==> src/rtl/muldiv_defs.svh <==
`ifndef MULDIV_DEFS_SVH
`define MULDIV_DEFS_SVH

// Data word width of operands and results
`define MULDIV_XLEN 32

// One quotient or product bit is produced per iteration
`define MULDIV_ITER `MULDIV_XLEN

// Counter must hold values up to MULDIV_ITER-1
`define MULDIV_CNT_W 6

`endif

==> src/rtl/muldiv_pkg.sv <==
`default_nettype none

`include "muldiv_defs.svh"

package muldiv_pkg;

    typedef logic [`MULDIV_XLEN-1:0]   xlen_t;   // Operand or result word
    typedef logic [2*`MULDIV_XLEN-1:0] dxlen_t;  // Full product
    typedef logic [`MULDIV_CNT_W-1:0]  cnt_t;    // Iteration counter

    // Encoded as the RISC-V funct3 field of the M extension
    typedef enum logic [2:0] {
        OP_MUL    = 3'b000,
        OP_MULH   = 3'b001,
        OP_MULHSU = 3'b010,
        OP_MULHU  = 3'b011,
        OP_DIV    = 3'b100,
        OP_DIVU   = 3'b101,
        OP_REM    = 3'b110,
        OP_REMU   = 3'b111
    } muldiv_op_e;

    typedef struct packed {
        muldiv_op_e op;
        xlen_t      a;       // rs1, dividend or multiplicand
        xlen_t      b;       // rs2, divisor or multiplier
    } muldiv_req_t;

    typedef struct packed {
        xlen_t result;
        logic  div_zero;     // Result came from a division by zero
    } muldiv_rsp_t;

    typedef enum logic [1:0] {
        DIV_IDLE,
        DIV_CALC,
        DIV_FIX
    } div_state_e;

    typedef enum logic [1:0] {
        MUL_IDLE,
        MUL_CALC,
        MUL_FIX
    } mul_state_e;

endpackage

`default_nettype wire

==> src/rtl/div_mc.sv <==
`timescale 1ns/1ns
`default_nettype none

`include "muldiv_defs.svh"

module div_mc import muldiv_pkg::*; (
    input  logic  clk,
    input  logic  arst_n,
    input  logic  start,
    input  xlen_t dividend,
    input  xlen_t divisor,
    input  logic  signed_op,
    input  logic  want_rem,
    output logic  busy,
    output logic  done,
    output xlen_t result,
    output logic  div_zero
);

    localparam xlen_t MIN_NEG = {1'b1, {(`MULDIV_XLEN-1){1'b0}}};

    div_state_e state;
    cnt_t       count;

    xlen_t dvd_q;                       // Dividend bits leave at the top, quotient bits enter below
    xlen_t dvs_q;                       // Divisor magnitude
    xlen_t rem_q;                       // Partial remainder
    logic  q_neg;                       // Quotient needs negation
    logic  r_neg;                       // Remainder needs negation
    logic  rem_sel;
    logic  zero_q;

    xlen_t dvd_abs;
    xlen_t dvs_abs;
    logic  is_zero;
    logic  is_ovf;

    logic [`MULDIV_XLEN:0] rem_sh;      // One extra bit so the shift cannot overflow
    logic [`MULDIV_XLEN:0] trial;

    always_comb begin
        dvd_abs = (signed_op && dividend[`MULDIV_XLEN-1]) ? -dividend : dividend;
        dvs_abs = (signed_op && divisor[`MULDIV_XLEN-1]) ? -divisor : divisor;
        is_zero = (divisor == '0);
        is_ovf  = signed_op && (dividend == MIN_NEG) && (divisor == '1);
    end

    // Shift in the next dividend bit first, then try the subtraction
    always_comb begin
        rem_sh = {rem_q, dvd_q[`MULDIV_XLEN-1]};
        trial  = rem_sh - {1'b0, dvs_q};    // Top bit set means the divisor did not fit
    end

    assign busy = (state != DIV_IDLE);

    always_ff @(posedge clk or negedge arst_n) begin
        if (!arst_n) begin
            state <= DIV_IDLE;
            count <= '0;
            done  <= 1'b0;
        end else begin
            done <= 1'b0;
            case (state)
                DIV_IDLE: begin
                    count <= '0;
                    if (start) begin
                        state <= (is_zero || is_ovf) ? DIV_FIX : DIV_CALC;
                    end
                end
                DIV_CALC: begin
                    count <= count + 1'b1;
                    if (count == cnt_t'(`MULDIV_ITER - 1)) begin
                        state <= DIV_FIX;
                    end
                end
                DIV_FIX: begin
                    done  <= 1'b1;                  // Single cycle pulse
                    state <= DIV_IDLE;
                end
                default: state <= DIV_IDLE;
            endcase
        end
    end

    always_ff @(posedge clk) begin
        case (state)
            DIV_IDLE: begin
                if (start) begin
                    rem_sel <= want_rem;
                    zero_q  <= is_zero;
                    dvs_q   <= dvs_abs;
                    if (is_zero || is_ovf) begin
                        // Special values go straight to FIX without sign correction
                        dvd_q <= is_zero ? '1 : dividend;
                        rem_q <= is_zero ? dividend : '0;
                        q_neg <= 1'b0;
                        r_neg <= 1'b0;
                    end else begin
                        dvd_q <= dvd_abs;
                        rem_q <= '0;
                        q_neg <= signed_op & (dividend[`MULDIV_XLEN-1] ^ divisor[`MULDIV_XLEN-1]);
                        r_neg <= signed_op & dividend[`MULDIV_XLEN-1];  // Follows the dividend
                    end
                end
            end
            DIV_CALC: begin
                if (trial[`MULDIV_XLEN]) begin
                    rem_q <= rem_sh[`MULDIV_XLEN-1:0];              // Restore
                    dvd_q <= {dvd_q[`MULDIV_XLEN-2:0], 1'b0};
                end else begin
                    rem_q <= trial[`MULDIV_XLEN-1:0];
                    dvd_q <= {dvd_q[`MULDIV_XLEN-2:0], 1'b1};
                end
            end
            DIV_FIX: begin
                if (rem_sel) begin
                    result <= r_neg ? -rem_q : rem_q;
                end else begin
                    result <= q_neg ? -dvd_q : dvd_q;
                end
                div_zero <= zero_q;
            end
            default: ;
        endcase
    end

endmodule

`default_nettype wire

==> src/rtl/mul_mc.sv <==
`timescale 1ns/1ns
`default_nettype none

`include "muldiv_defs.svh"

module mul_mc import muldiv_pkg::*; (
    input  logic  clk,
    input  logic  arst_n,
    input  logic  start,
    input  xlen_t a,
    input  xlen_t b,
    input  logic  a_signed,
    input  logic  b_signed,
    input  logic  want_high,
    output logic  busy,
    output logic  done,
    output xlen_t result
);

    mul_state_e state;
    cnt_t       count;

    dxlen_t acc;                        // Upper half sums, lower half holds the multiplier
    xlen_t  mcand;                      // Multiplicand magnitude
    logic   neg;                        // Product sign
    logic   high_sel;

    logic   a_neg;
    logic   b_neg;
    xlen_t  a_abs;
    xlen_t  b_abs;
    dxlen_t prod;

    logic [`MULDIV_XLEN:0] sum;         // Carry out goes back into the accumulator

    always_comb begin
        a_neg = a_signed & a[`MULDIV_XLEN-1];
        b_neg = b_signed & b[`MULDIV_XLEN-1];
        a_abs = a_neg ? -a : a;
        b_abs = b_neg ? -b : b;
    end

    always_comb begin
        sum = {1'b0, acc[2*`MULDIV_XLEN-1:`MULDIV_XLEN]};
        if (acc[0]) begin
            sum = sum + {1'b0, mcand};  // Current multiplier bit is set
        end
        prod = neg ? -acc : acc;
    end

    assign busy = (state != MUL_IDLE);

    always_ff @(posedge clk or negedge arst_n) begin
        if (!arst_n) begin
            state <= MUL_IDLE;
            count <= '0;
            done  <= 1'b0;
        end else begin
            done <= 1'b0;
            case (state)
                MUL_IDLE: begin
                    count <= '0;
                    if (start) begin
                        state <= MUL_CALC;
                    end
                end
                MUL_CALC: begin
                    count <= count + 1'b1;
                    if (count == cnt_t'(`MULDIV_ITER - 1)) begin
                        state <= MUL_FIX;
                    end
                end
                MUL_FIX: begin
                    done  <= 1'b1;
                    state <= MUL_IDLE;
                end
                default: state <= MUL_IDLE;
            endcase
        end
    end

    always_ff @(posedge clk) begin
        case (state)
            MUL_IDLE: begin
                if (start) begin
                    acc      <= {{`MULDIV_XLEN{1'b0}}, b_abs};
                    mcand    <= a_abs;
                    neg      <= a_neg ^ b_neg;
                    high_sel <= want_high;
                end
            end
            MUL_CALC: begin
                acc <= {sum, acc[`MULDIV_XLEN-1:1]};    // Add then shift right
            end
            MUL_FIX: begin
                result <= high_sel ? prod[2*`MULDIV_XLEN-1:`MULDIV_XLEN]
                                   : prod[`MULDIV_XLEN-1:0];
            end
            default: ;
        endcase
    end

endmodule

`default_nettype wire

==> src/rtl/muldiv_unit.sv <==
`timescale 1ns/1ns
`default_nettype none

`include "muldiv_defs.svh"

module muldiv_unit import muldiv_pkg::*; (
    input  logic        clk,
    input  logic        arst_n,
    input  logic        start,
    input  muldiv_req_t req,
    output logic        busy,
    output logic        done,
    output muldiv_rsp_t rsp
);

    logic go;
    logic is_div;
    logic div_start;
    logic mul_start;

    logic div_signed;
    logic div_want_rem;
    logic mul_a_signed;
    logic mul_b_signed;
    logic mul_want_high;

    logic  div_busy;
    logic  div_done;
    logic  div_zero;
    xlen_t div_result;
    logic  mul_busy;
    logic  mul_done;
    xlen_t mul_result;

    muldiv_rsp_t rsp_q;                 // Last delivered response

    assign go        = start & ~busy;   // Requests during an operation are dropped
    assign is_div    = req.op[2];
    assign div_start = go & is_div;
    assign mul_start = go & ~is_div;

    always_comb begin
        div_signed    = 1'b0;
        div_want_rem  = 1'b0;
        mul_a_signed  = 1'b0;
        mul_b_signed  = 1'b0;
        mul_want_high = 1'b0;
        case (req.op)
            OP_MULH: begin
                mul_a_signed  = 1'b1;
                mul_b_signed  = 1'b1;
                mul_want_high = 1'b1;
            end
            OP_MULHSU: begin
                mul_a_signed  = 1'b1;   // rs1 signed, rs2 unsigned
                mul_want_high = 1'b1;
            end
            OP_MULHU: mul_want_high = 1'b1;
            OP_DIV:   div_signed    = 1'b1;
            OP_REM: begin
                div_signed   = 1'b1;
                div_want_rem = 1'b1;
            end
            OP_REMU:  div_want_rem  = 1'b1;
            default: ;                  // MUL and DIVU use the defaults
        endcase
    end

    div_mc u_div (
        .clk       (clk),
        .arst_n    (arst_n),
        .start     (div_start),
        .dividend  (req.a),
        .divisor   (req.b),
        .signed_op (div_signed),
        .want_rem  (div_want_rem),
        .busy      (div_busy),
        .done      (div_done),
        .result    (div_result),
        .div_zero  (div_zero)
    );

    mul_mc u_mul (
        .clk       (clk),
        .arst_n    (arst_n),
        .start     (mul_start),
        .a         (req.a),
        .b         (req.b),
        .a_signed  (mul_a_signed),
        .b_signed  (mul_b_signed),
        .want_high (mul_want_high),
        .busy      (mul_busy),
        .done      (mul_done),
        .result    (mul_result)
    );

    assign busy = div_busy | mul_busy;
    assign done = div_done | mul_done;

    // Fresh result on the done cycle, held copy otherwise
    always_comb begin
        if (div_done) begin
            rsp.result   = div_result;
            rsp.div_zero = div_zero;
        end else if (mul_done) begin
            rsp.result   = mul_result;
            rsp.div_zero = 1'b0;
        end else begin
            rsp = rsp_q;
        end
    end

    always_ff @(posedge clk or negedge arst_n) begin
        if (!arst_n) begin
            rsp_q <= '0;
        end else if (done) begin
            rsp_q <= rsp;
        end
    end

endmodule

`default_nettype wire

==> config.mk <==
export PLATFORM = sky130hd
export DESIGN_NAME = muldiv_unit
export DESIGN_NICKNAME = d
export VERILOG_FILES = /design/src/rtl/muldiv_pkg.sv /design/src/rtl/div_mc.sv /design/src/rtl/mul_mc.sv /design/src/rtl/muldiv_unit.sv
export VERILOG_INCLUDE_DIRS = /design/src /design/src/rtl
export SDC_FILE = /design/constraint.sdc
export NUM_CORES = 1
export LEC_CHECK = 0
export BUFFER_PORTS_ARGS = -buffer_cell sky130_fd_sc_hd__buf_4
export CORE_MARGIN = 2
export CORE_UTILIZATION = 40
export DETAILED_ROUTE_END_ITERATION = 6
export PLACE_DENSITY_LB_ADDON = 0.15
export SYNTH_ARGS = -nofsm -noshare
export SYNTH_HDL_FRONTEND = slang
export SYNTH_SLANG_ARGS = --single-unit
==> constraint.sdc <==
create_clock -name clk -period 10.33 [get_ports clk]
set_input_delay 1.033 -clock clk [delete_from_list [all_inputs] [get_ports clk]]
set_output_delay 1.033 -clock clk [all_outputs]
set_load 0.02 [all_outputs]
Word-level counts from Yosys, hierarchy flattened
Cells that the tools add are included.
{"block": "classes", "add_sub_neg": 9, "n_mul": 0, "div_mod_pow": 0, "order_cmp": 0, "n_eq_ne": 18, "n_shift": 0, "muxes": 40, "bitwise_logic": 13, "n_reduce_logical": 22}
{"operator": "2-to-1 mux 32 bit", "n": 15}
{"operator": "2-to-1 mux 64 bit", "n": 2}
{"operator": "negation 32 bit", "n": 4}
{"operator": "case mux 32 bit (2 select lines)", "n": 2}
{"operator": "case mux 64 bit (2 select lines)", "n": 1}
{"operator": "2-to-1 mux 33 bit", "n": 3}
{"operator": "== test 32 bit, second input constant", "n": 2}
{"operator": "negation 64 bit", "n": 1}
{"operator": "adder 32 x 32 -> 33 bit", "n": 1}
{"operator": "subtractor 33 x 32 -> 33 bit", "n": 1}
{"operator": "zero test 32 bit", "n": 1}
{"operator": "case mux 6 bit (2 select lines)", "n": 2}
{"operator": "adder 6 x 1 -> 6 bit, second input constant", "n": 2}
{"operator": "== test 6 x 5 -> 1 bit, second input constant", "n": 2}
{"operator": "AND reduction 2 bit", "n": 6}
{"operator": "2-to-1 mux 2 bit", "n": 5}
{"operator": "== test 3 bit, second input constant", "n": 3}
{"operator": "2-to-1 mux 1 bit", "n": 8}
{"operator": "case mux 2 bit (2 select lines)", "n": 2}
{"operator": "nonzero test 2 bit", "n": 4}
{"operator": "bitwise AND 1 bit", "n": 7}
{"operator": "== test 3 x 2 -> 1 bit, second input constant", "n": 2}
{"operator": "OR reduction 2 bit", "n": 3}
{"operator": "== test 2 x 1 -> 1 bit, second input constant", "n": 2}
{"operator": "11 further kinds", "n": 21}
{"block": "totals", "ff_bits": 314, "latchBits": 0, "ramBits": 0, "mem_bits_ro": 0, "input_bits": 70, "output_inout_bits": 35, "word_cells": 124, "n_memories": 0}

Longest topological paths before layout
Gate-level depths: netlist of the first run.
{"block": "logic_depth", "ltp_word": 9, "mapped_depth": 14, "depth_no_buf": 12}

By module
From an unflattened synthesis of the first run, not the netlist that was laid out.
{"block": "unflattened", "hier_cells": 2356, "area_unflattened_um2": 22083.7}
{"module": "div_mc", "instances": 1, "cells_per_inst": 1125, "area_each_um2": 10445.0, "seq_area_each_um2": 4219.0}
{"module": "mul_mc", "instances": 1, "cells_per_inst": 1040, "area_each_um2": 9825.7, "seq_area_each_um2": 4129.0}
{"module": "muldiv_unit", "instances": 1, "cells_per_inst": 191, "area_each_um2": 1813.0, "seq_area_each_um2": 825.8}

Least setup slack after synthesis of the first run
No wires, ideal clock.
{"block": "synth_path", "kind": "input to register", "startpoint": "input port req[66] (netlist name)", "endpoint": "register u_mul.acc[0] (enable)", "setup_time_ns": 0.574, "arrival_ns": 5.744, "required_ns": 9.756, "setup_slack_ns": 4.012, "path_stages": 2, "n_path_buf": 1, "path_cell_list": "clkbuf_1 > o21ai_0"}
{"block": "synth_via", "elab_chain_cells": 4}
{"item": "start: declaration", "line_no": "muldiv_unit.sv:10", "text": "input muldiv_req_t req,"}
{"item": "NOT 1 bit", "line_no": "muldiv_unit.sv:40", "text": "assign mul_start = go & ~is_div;"}
{"item": "bitwise AND 1 bit", "line_no": "muldiv_unit.sv:40"}
{"item": "!= test 2 bit (no line)"}
{"item": "AND reduction 2 bit (no line)"}
{"item": "end signal: assignment", "line_no": "mul_mc.sv:86", "text": "acc <= {{`MULDIV_XLEN{1'b0}}, b_abs};"}
{"item": "end signal: assignment", "line_no": "mul_mc.sv:93", "text": "acc <= {sum, acc[`MULDIV_XLEN-1:1]};"}
{"item": "end: declaration", "line_no": "mul_mc.sv:23", "text": "dxlen_t acc;"}
Every way passes these cells.
A chain may end at the register's enable or synchronous reset.

Worst setup path after layout of the first run
{"block": "layout_path", "startpoint": "input port req[0] (netlist name)", "endpoint": "register u_div.dvd_q[29] (data pin)"}
{"block": "layout_via", "elab_chain_cells": 6, "elab_cells_between_ends": 8, "cone_classes": "eq/ne: 1; mux: 4; reduce/logical: 3"}
{"item": "== test 32 bit", "line_no": "div_mc.sv:45", "text": "is_ovf = signed_op && (dividend == MIN_NEG) && (divisor == '1);"}
{"item": "logical AND 1 bit", "line_no": "div_mc.sv:45"}
{"item": "logical OR 1 bit", "line_no": "div_mc.sv:92", "text": "if (is_zero || is_ovf) begin"}
{"item": "2-to-1 mux 32 bit (*)", "line_no": "div_mc.sv:92"}
{"item": "2-to-1 mux 32 bit (*)", "line_no": "div_mc.sv:88", "text": "if (start) begin"}
{"item": "case mux 32 bit (2 select lines) (*)", "line_no": "div_mc.sv:86", "text": "case (state)"}
{"item": "end signal: assignment", "line_no": "div_mc.sv:94", "text": "dvd_q <= is_zero ? '1 : dividend;"}
{"item": "end signal: assignment", "line_no": "div_mc.sv:99", "text": "dvd_q <= dvd_abs;"}
{"item": "end signal: assignment", "line_no": "div_mc.sv:109", "text": "dvd_q <= {dvd_q[`MULDIV_XLEN-2:0], 1'b0};"}
{"item": "end: declaration", "line_no": "div_mc.sv:25", "text": "xlen_t dvd_q;"}
Every way passes the cells marked *; elsewhere a longest branch is shown, timed or not. The select of a mux whose other input is x is not followed.

==> results of run 1 <==
==> layer usage <==
metal  share of wire [%]  GRT usage (%)
met1                  46          36.65
met2                  43          38.47
met3                 7.0          3.944
met4                 3.7          9.436
met5               0.032              0
==> final timing paths <==
check,startpoint,to,slack [ns]
setup / recovery,req[0],u_div.dvd_q[29],6.07
setup reg to reg,u_div.dvs_q[0],u_div.rem_q[31],6.15
min in group asynchronous,arst_n,rsp_q[30],0.52
max in group asynchronous,arst_n,u_mul.done,9.28
hold reg to reg,u_div.result[24],rsp_q[25],0.47
hold / removal,u_div.result[24],rsp_q[25],0.47
==> report_power, final <==
part	switching [µW]	internal (µW)	leakage, µW
Clock	567	838	0.000628
Sequential	477	1870	0.00316
Combinational	1640	1120	0.00548
==> cells in the final DEF, fill, tap and decap left out, types with 6 or more instances in the layout <==
| cell type | count |
|---|---|
| sky130_fd_sc_hd__edfxtp_1 | 263 |
| sky130_fd_sc_hd__o21ai_0 | 260 |
| sky130_fd_sc_hd__nand2_1 | 239 |
| sky130_fd_sc_hd__nor2_1 | 201 |
| sky130_fd_sc_hd__xnor2_1 | 155 |
| sky130_fd_sc_hd__xor2_1 | 127 |
| sky130_fd_sc_hd__buf_4 | 123 |
| sky130_fd_sc_hd__a21oi_1 | 122 |
| sky130_fd_sc_hd__mux2i_1 | 75 |
| sky130_fd_sc_hd__ha_1 | 72 |
| sky130_fd_sc_hd__inv_1 | 64 |
| sky130_fd_sc_hd__nand3_1 | 59 |
| sky130_fd_sc_hd__a21o_1 | 54 |
| sky130_fd_sc_hd__nor3_1 | 49 |
| sky130_fd_sc_hd__dfrtp_1 | 49 |
| sky130_fd_sc_hd__o31ai_1 | 40 |
| sky130_fd_sc_hd__clkbuf_16 | 40 |
| sky130_fd_sc_hd__or3_1 | 38 |
| sky130_fd_sc_hd__o21a_1 | 20 |
| sky130_fd_sc_hd__nand2b_1 | 19 |
| sky130_fd_sc_hd__and3_1 | 18 |
| sky130_fd_sc_hd__o41ai_1 | 17 |
| sky130_fd_sc_hd__or4_1 | 16 |
| sky130_fd_sc_hd__nand4_1 | 16 |
| sky130_fd_sc_hd__a31oi_1 | 16 |
| sky130_fd_sc_hd__o211ai_1 | 14 |
| sky130_fd_sc_hd__a211oi_1 | 14 |
| sky130_fd_sc_hd__or2_2 | 9 |
| sky130_fd_sc_hd__nor2b_1 | 9 |
| sky130_fd_sc_hd__nor4_1 | 8 |
| sky130_fd_sc_hd__o221a_2 | 8 |
| sky130_fd_sc_hd__clkbuf_1 | 8 |
| sky130_fd_sc_hd__nand3b_1 | 7 |
| sky130_fd_sc_hd__and2_1 | 7 |
| sky130_fd_sc_hd__o21bai_1 | 7 |
| sky130_fd_sc_hd__or4_4 | 6 |
| sky130_fd_sc_hd__nand4b_1 | 6 |
==> cell families after synthesis <==
group                      count (synthesis)  share of synthesized area (%)
adders and majority gates                 74                          4.361
and+or+nand+nor                          744                          16.50
muxes                                     77                          3.584
DFF                                      314                          42.52
xor gates and xnor gates                 283                          11.52
buffers and inverters                    188                          3.294
AOI/OAI and AO/OA                        631                          18.22
==> cell type report <==
type	count	area share, %
sequential	314	37.81
multi-input combinational	1809	48.39
clock inverter	20	0.9590
inverter	64	0.9899
clock buffer	51	4.419
timing repair buffer	124	3.836
tap	696	3.589
==> registers in the layout (all words and copies together) (netlist names), 2 cells and up <==
register and flops:
u_div.rem_q 32, u_mul.result 32, u_mul.acc 64, u_div.dvs_q 32, u_mul.state 2, u_mul.mcand 32
u_mul.count 6, u_div.result 32, rsp_q 33, u_div.count 6, u_div.state 2, u_div.dvd_q 32
==> metrics by stage <==
stage	total power [µW]	util, %	std cells	cell area, µm²	hold slack, ns
3_3_place_gp	5025	42.82	3006	22950	0.4652
2_1_floorplan	4144	-	2311	21580	0.4003
5_1_grt	6888	45.27	3078	24270	0.5049
3_5_place_dp	5063	42.82	3006	22950	0.4625
4_1_cts	6483	45.26	3077	24260	0.4778
6_report	6514	45.27	3078	24270	0.4737
==> worst register-to-register path: cells and delay by family (launching register included) <==
family	cells	cell delay, ns
buffers and inverters	1	0.48
and+or+nand+nor	1	0.19
adders and majority gates	2	0.68
AOI/OAI and AO/OA	7	1.87
DFF	1	0.46
xor gates and xnor gates	1	0.25
==> results.json, run 1 <==
{
  "setup.worst_path.class": "in2reg",
  "critPathArrivalTime_ns": 4.52,
  "hold_depth": 2,
  "wl_per_cell_um": 23.60,
  "crit_path_start_kind": "input port",
  "cts.root.buffer_cell": "sky130_fd_sc_hd__clkbuf_16",
  "first_pass_grt_wire_length_um": 107300,
  "timing.critical_path.max_delay_family": "simple AND/OR/NAND/NOR gates",
  "leakagePower_uw": 0.009266,
  "preCtsSetupSlack_ns": 5.472,
  "finalWeightedCongestion": 0.9794,
  "synth_enable_flop_cells": 263,
  "ys_ff_latch": 314,
  "synth_cells": 2311,
  "dr.first_iter.drc_count": 1776,
  "tightest_slew_ns": 1.011,
  "cpMostUsedCell": "sky130_fd_sc_hd__inv_1",
  "track_usage_pct": 25.42,
  "finish.net_count": 2496,
  "tritoncts": "yes",
  "die_area_um2": 55820,
  "boundaryPins": 105,
  "crit_path_largest_cell_delay_ns": 0.78,
  "vdd_drop_max_mv": 0.1178,
  "worst_path_max_delay_cell": "sky130_fd_sc_hd__inv_1",
  "synth.top_cell.area_share_pct": 36.60,
  "cap_viol_max_count": 0,
  "mappedNetlistNets": 2455,
  "grt_max_degree": 99,
  "synth-seq-area-share_pct": 42.52,
  "route.vias.total": 18150,
  "multi_input_area_um2": 11740,
  "core_region_area_um2": 53600,
  "filler_cell_count": 5242,
  "setup_violations": 0,
  "floorplan.die.height_um": 236.3,
  "post-synth-top-count-cell": "sky130_fd_sc_hd__edfxtp_1",
  "timing.final.crit_share_pct": 41.24,
  "cts_resized": 0,
  "numCtsBuffers": 39,
  "worst_setup_hold_path_clk_slew_ns": 0.06,
  "rsz0062_at_grt": "false",
  "critical_path_cell_count": 13,
  "power_density_nw_per_um2": 268.4,
  "start_util_pct": 40.25,
  "postCtsSetupBuffers": 0,
  "total_number_of_placement_rows": 85,
  "tns_ns": 0,
  "ctsLongestPathBuffers": 3,
  "worstPathBufferInverterCount": 3,
  "antenna_cells_inserted": 0,
  "netlist-cell-type-count": 78,
  "die_width_um": 236.3,
  "ff2ff_path_depth": 12,
  "detail_route.first_pass.iterations": 5,
  "netlist_top_cells_area": "sky130_fd_sc_hd__edfxtp_1 (37%), sky130_fd_sc_hd__xnor2_1 (6.3%), sky130_fd_sc_hd__o21ai_0 (6.1%)",
  "synth.avg_cell_area_um2": 9.337,
  "detail_route.vias_per_cell": 5.898,
  "grt_antenna_before_repair": 4,
  "proportion_of_synthesized_flip_flops_having_asynchronous_set_or_reset_pct": 16.24,
  "synth_top_flop_cell": "sky130_fd_sc_hd__edfxtp_1",
  "dpl.hpwl_um": 55830,
  "hp-class": "reg2reg",
  "yosys_warnings": 0,
  "worstSkewPairLatency_ns": 0.56,
  "synth_common_cells": "sky130_fd_sc_hd__edfxtp_1 (263), sky130_fd_sc_hd__o21ai_0 (261), sky130_fd_sc_hd__nand2_1 (240)",
  "setup.worst_path.end_class": "flop",
  "outcome": "finished, final reports clean",
  "syn_area_um2": 21580,
  "fmax_ghz": 0.2347,
  "sequential_cell_area_um2": 9176,
  "htree_num_levels": 2,
  "area_growth_pct": 12.47,
  "buffer_ports.inserted": 104,
  "cts_hold_buf": 0,
  "cts.sink_count": 314,
  "grt_pass1_vias": 16890,
  "finalMaxSlewViolations": 0,
  "final.setup.worst_slack_ns": 6.070,
  "finalWirelength_um": 72630,
  "ant_nets": 0,
  "critical_path_required_time_ns": 10.59,
  "post_route_cells_drive_above_1_share_pct": 10.03,
  "slew_headroom_pct": 31.66,
  "drc": 0,
  "synth_top_area_cell": "sky130_fd_sc_hd__edfxtp_1",
  "layout_min_cycle_time_ns": 4.260,
  "report.final.hold_viol_count": 0,
  "worst_clock_skew_ns": 0.01660,
  "cp_cell_sequence": "buf_4, inv_1, ha_1, nor3b_1, and3_1, nand2_1, nor3_1, nand3_1, inv_1, or2_2, nor4_1, o21ai_0, a31oi_1",
  "critical_path_peak_fanout": 22,
  "grt_overflow": 0
}
No activity file was read; power rests on OpenSTA's default activity.
==> run 2, diff against run 1 <==
--- a/config.mk
+++ b/config.mk
@@ -6,6 +6,7 @@
 export SDC_FILE = /design/constraint.sdc
 export NUM_CORES = 1
 export LEC_CHECK = 0
+export ABC_AREA = 1
 export BUFFER_PORTS_ARGS = -buffer_cell sky130_fd_sc_hd__buf_4
 export CORE_MARGIN = 2
 export CORE_UTILIZATION = 40
==> constraint.sdc (replaced) <==
create_clock -name clk -period 3.7 [get_ports clk]
set_input_delay 0.37 -clock clk [delete_from_list [all_inputs] [get_ports clk]]
set_output_delay 0.37 -clock clk [all_outputs]
set_load 0.02 [all_outputs]
==> results.json, run 2 <==
{
  "critical_path_peak_fanout": 33,
  "drc": 0,
  "dpl.hpwl_um": 81950,
  "tritoncts": "yes",
  "filler_cell_count": 6673,
  "grt_pass1_vias": 23330,
  "met3_length_um": 9760,
  "track_usage_pct": 30.45,
  "timing.final.crit_share_pct": 79.84,
  "netlist-cell-type-count": 51,
  "met2WireLength_um": 43010,
  "grt_overflow": 0,
  "rsz0062_at_grt": "false",
  "yosys_warnings": 0,
  "crit_path_start_kind": "flop",
  "worstSkewPairLatency_ns": 0.58,
  "total_number_of_placement_rows": 92,
  "proportion_of_synthesized_flip_flops_having_asynchronous_set_or_reset_pct": 16.24,
  "setup_violations": 0,
  "finalMaxSlewViolations": 0,
  "floorplan.die.height_um": 255.5,
  "outcome": "finished, final reports clean",
  "first_pass_grt_wire_length_um": 149900,
  "finalWeightedCongestion": 0.9730,
  "ys_ff_latch": 314,
  "synth_cells": 3700,
  "cts_hold_buf": 1,
  "mostFrequentLayoutCells": "sky130_fd_sc_hd__nand2_1 (1027), sky130_fd_sc_hd__inv_1 (502), sky130_fd_sc_hd__nor2_1 (353)",
  "sequential_cell_area_um2": 9174,
  "hold_depth": 1,
  "wirelength_met1_um": 46070,
  "synth_common_cells": "sky130_fd_sc_hd__nand2_1 (1030), sky130_fd_sc_hd__inv_1 (502), sky130_fd_sc_hd__nor2_1 (359)",
  "cts.root.buffer_cell": "sky130_fd_sc_hd__clkbuf_16",
  "critPathArrivalTime_ns": 3.28,
  "die_width_um": 255.5,
  "synth.avg_cell_area_um2": 6.838,
  "report.final.hold_viol_count": 0,
  "buffer_ports.inserted": 104,
  "hp-start": "req[32]",
  "synth_enable_flop_cells": 263,
  "core_region_area_um2": 62850,
  "wl_per_cell_um": 21.90,
  "postCtsSetupBuffers": 0,
  "ant_nets": 0,
  "detail_route.vias_per_cell": 5.488,
  "synth_top_flop_cell": "sky130_fd_sc_hd__edfxtp_1",
  "die_area_um2": 65280,
  "detail_route.first_pass.iterations": 6,
  "syn_area_um2": 25300,
  "mostFrequentLayoutCell": "sky130_fd_sc_hd__nand2_1",
  "final.setup.worst_slack_ns": 0.7459,
  "netlist_top_cells_area": "sky130_fd_sc_hd__edfxtp_1 (31%), sky130_fd_sc_hd__nand2_1 (15%), sky130_fd_sc_hd__inv_1 (7.4%)",
  "synth-seq-area-share_pct": 36.26,
  "tns_ns": 0,
  "ff2ff_path_depth": 17,
  "layout_min_cycle_time_ns": 2.954,
  "route.vias.total": 25520,
  "reg.largest.list": "u_mul.acc x64, rsp_q x33",
  "finish.net_count": 3916,
  "cts_resized": 0,
  "ctsLongestPathBuffers": 3,
  "power_density_nw_per_um2": 750.8,
  "max_flop_register": "u_mul.acc",
  "grt_max_degree": 65,
  "post-synth-top-count-cell": "sky130_fd_sc_hd__nand2_1",
  "highest_layer": "met5",
  "hp-class": "in2reg",
  "holdWs_ns": 0.05238,
  "setup.worst_path.end_class": "flop",
  "cts.sink_count": 314,
  "slew_headroom_pct": 18.96,
  "post_route_cells_drive_above_1_share_pct": 8.149,
  "worst_setup_hold_path_clk_slew_ns": 0.06,
  "start_util_pct": 40.26,
  "critical_path_required_time_ns": 4.02,
  "post_layout_power_uw": 21260,
  "setup.worst_path.class": "reg2reg",
  "postLayoutCoreUtil_pct": 45.05,
  "dr.first_iter.drc_count": 2932,
  "antenna_cells_inserted": 0,
  "numCtsBuffers": 40,
  "worst_setup_path_startpoint": "u_div.dvd_q[31]",
  "vdd_drop_max_mv": 0.3497,
  "mappedNetlistNets": 3844,
  "fmax_ghz": 0.3385,
  "htree_num_levels": 2,
  "preCtsSetupSlack_ns": 0.8114,
  "grt_antenna_before_repair": 2,
  "finalWirelength_um": 101800,
  "worst_clock_skew_ns": 0.02638,
  "cap_viol_max_count": 0,
  "synth.top_cell.area_share_pct": 31.22,
  "tightest_slew_ns": 1.216,
  "area_growth_pct": 11.90,
  "boundaryPins": 105,
  "multi_input_area_um2": 13680,
  "synth_top_area_cell": "sky130_fd_sc_hd__edfxtp_1",
  "leakagePower_uw": 0.01261,
  "largest_register_ff_count": 64,
  "worst_r2r_startpoint": "u_div.dvd_q[31]"
}
==> run 2: changes by cell type in the layout (fill, tap and decap cells not counted), sizes merged, moves of 37 or more <==
cell	before	now
nand2	240	1043
xor2	127	58
nand4	16	76
nand3	59	357
mux2i	75	0
o211ai	14	72
nor2	204	383
o21ai	264	301
a21o	54	14
a21oi	122	216
xnor2	156	17
inv	67	523
or3	40	0
o31ai	43	5
==> run 2: final timing paths <==
path,endpoint,slack (ns)
worst max-delay path,u_div.rem_q[11],0.75
worst min-delay path,u_mul.mcand[0],0.05
worst max register to register,u_div.rem_q[11],0.75
worst min register to register,u_div.div_zero,0.44
max in group asynchronous,rsp_q[19],2.65
min in group asynchronous,u_div.count[0],0.49
==> run 2: power breakdown <==
| part | total (µW) | leakage, µW | internal (µW) | switching, µW |
|---|---|---|---|---|
| Clock | 3900 | 0.000624 | 2270 | 1630 |
| Combinational | 10700 | 0.00883 | 3360 | 7390 |
| Sequential | 6620 | 0.00315 | 5410 | 1210 |
==> run 2: cell type report <==
type,count,share of cell area [%]
Tap cell,846,3.739
Inverter,523,6.947
Multi-Input combinational cell,2748,48.33
Timing Repair Buffer,145,4.030
Clock buffer,54,3.942
Sequential cell,314,32.40
Clock inverter,20,0.6054
==> run 2: routing by layer <==
metal	global-route usage, %	vias to the layer above
met5	0	-
met1	44.79	11800
met4	8.626	4
li1	-	12420
met2	45.68	1182
met3	5.367	120
==> run 2: critical path: stages, from the launching register on <==
cell and delay, ns:
sky130_fd_sc_hd__edfxtp_1 0.35, sky130_fd_sc_hd__inv_1 0.07, sky130_fd_sc_hd__ha_1 0.22, sky130_fd_sc_hd__fa_1 0.43, sky130_fd_sc_hd__inv_1 0.10, sky130_fd_sc_hd__nand2_1 0.05, sky130_fd_sc_hd__nand2_1 0.09, sky130_fd_sc_hd__nand3_1 0.09
sky130_fd_sc_hd__nand2_1 0.21, sky130_fd_sc_hd__nand2_1 0.10, sky130_fd_sc_hd__nand2_2 0.09, sky130_fd_sc_hd__nand2_2 0.07, sky130_fd_sc_hd__nand2_2 0.08, sky130_fd_sc_hd__nand2_4 0.12, sky130_fd_sc_hd__nand2_4 0.36, sky130_fd_sc_hd__nand2_1 0.11
sky130_fd_sc_hd__nand3_1 0.10, sky130_fd_sc_hd__nand2_1 0.05
==> run 2: kinds of logic (layout without fill, tap and decap cells) <==
kind of cell    count (synthesis)  count (layout)  synth area share (%)
compound gates                642             642                 14.07
xor+xnor                       75              75                 2.596
simple gates                 1957            1957                 33.47
fa+ha+maj                      74              74                 3.719
buf+inv                       638             742                 9.886
flops                         314             314                 36.26
==> run 2: through the flow <==
| step | std cells | cell area [µm²] |
|---|---|---|
| 2_1_floorplan | 3700 | 25310 |
| 3_3_place_gp | 4575 | 27010 |
| 3_5_place_dp | 4575 | 27010 |
| 4_1_cts | 4650 | 28310 |
| 5_1_grt | 4650 | 28310 |
| 6_report | 4650 | 28310 |
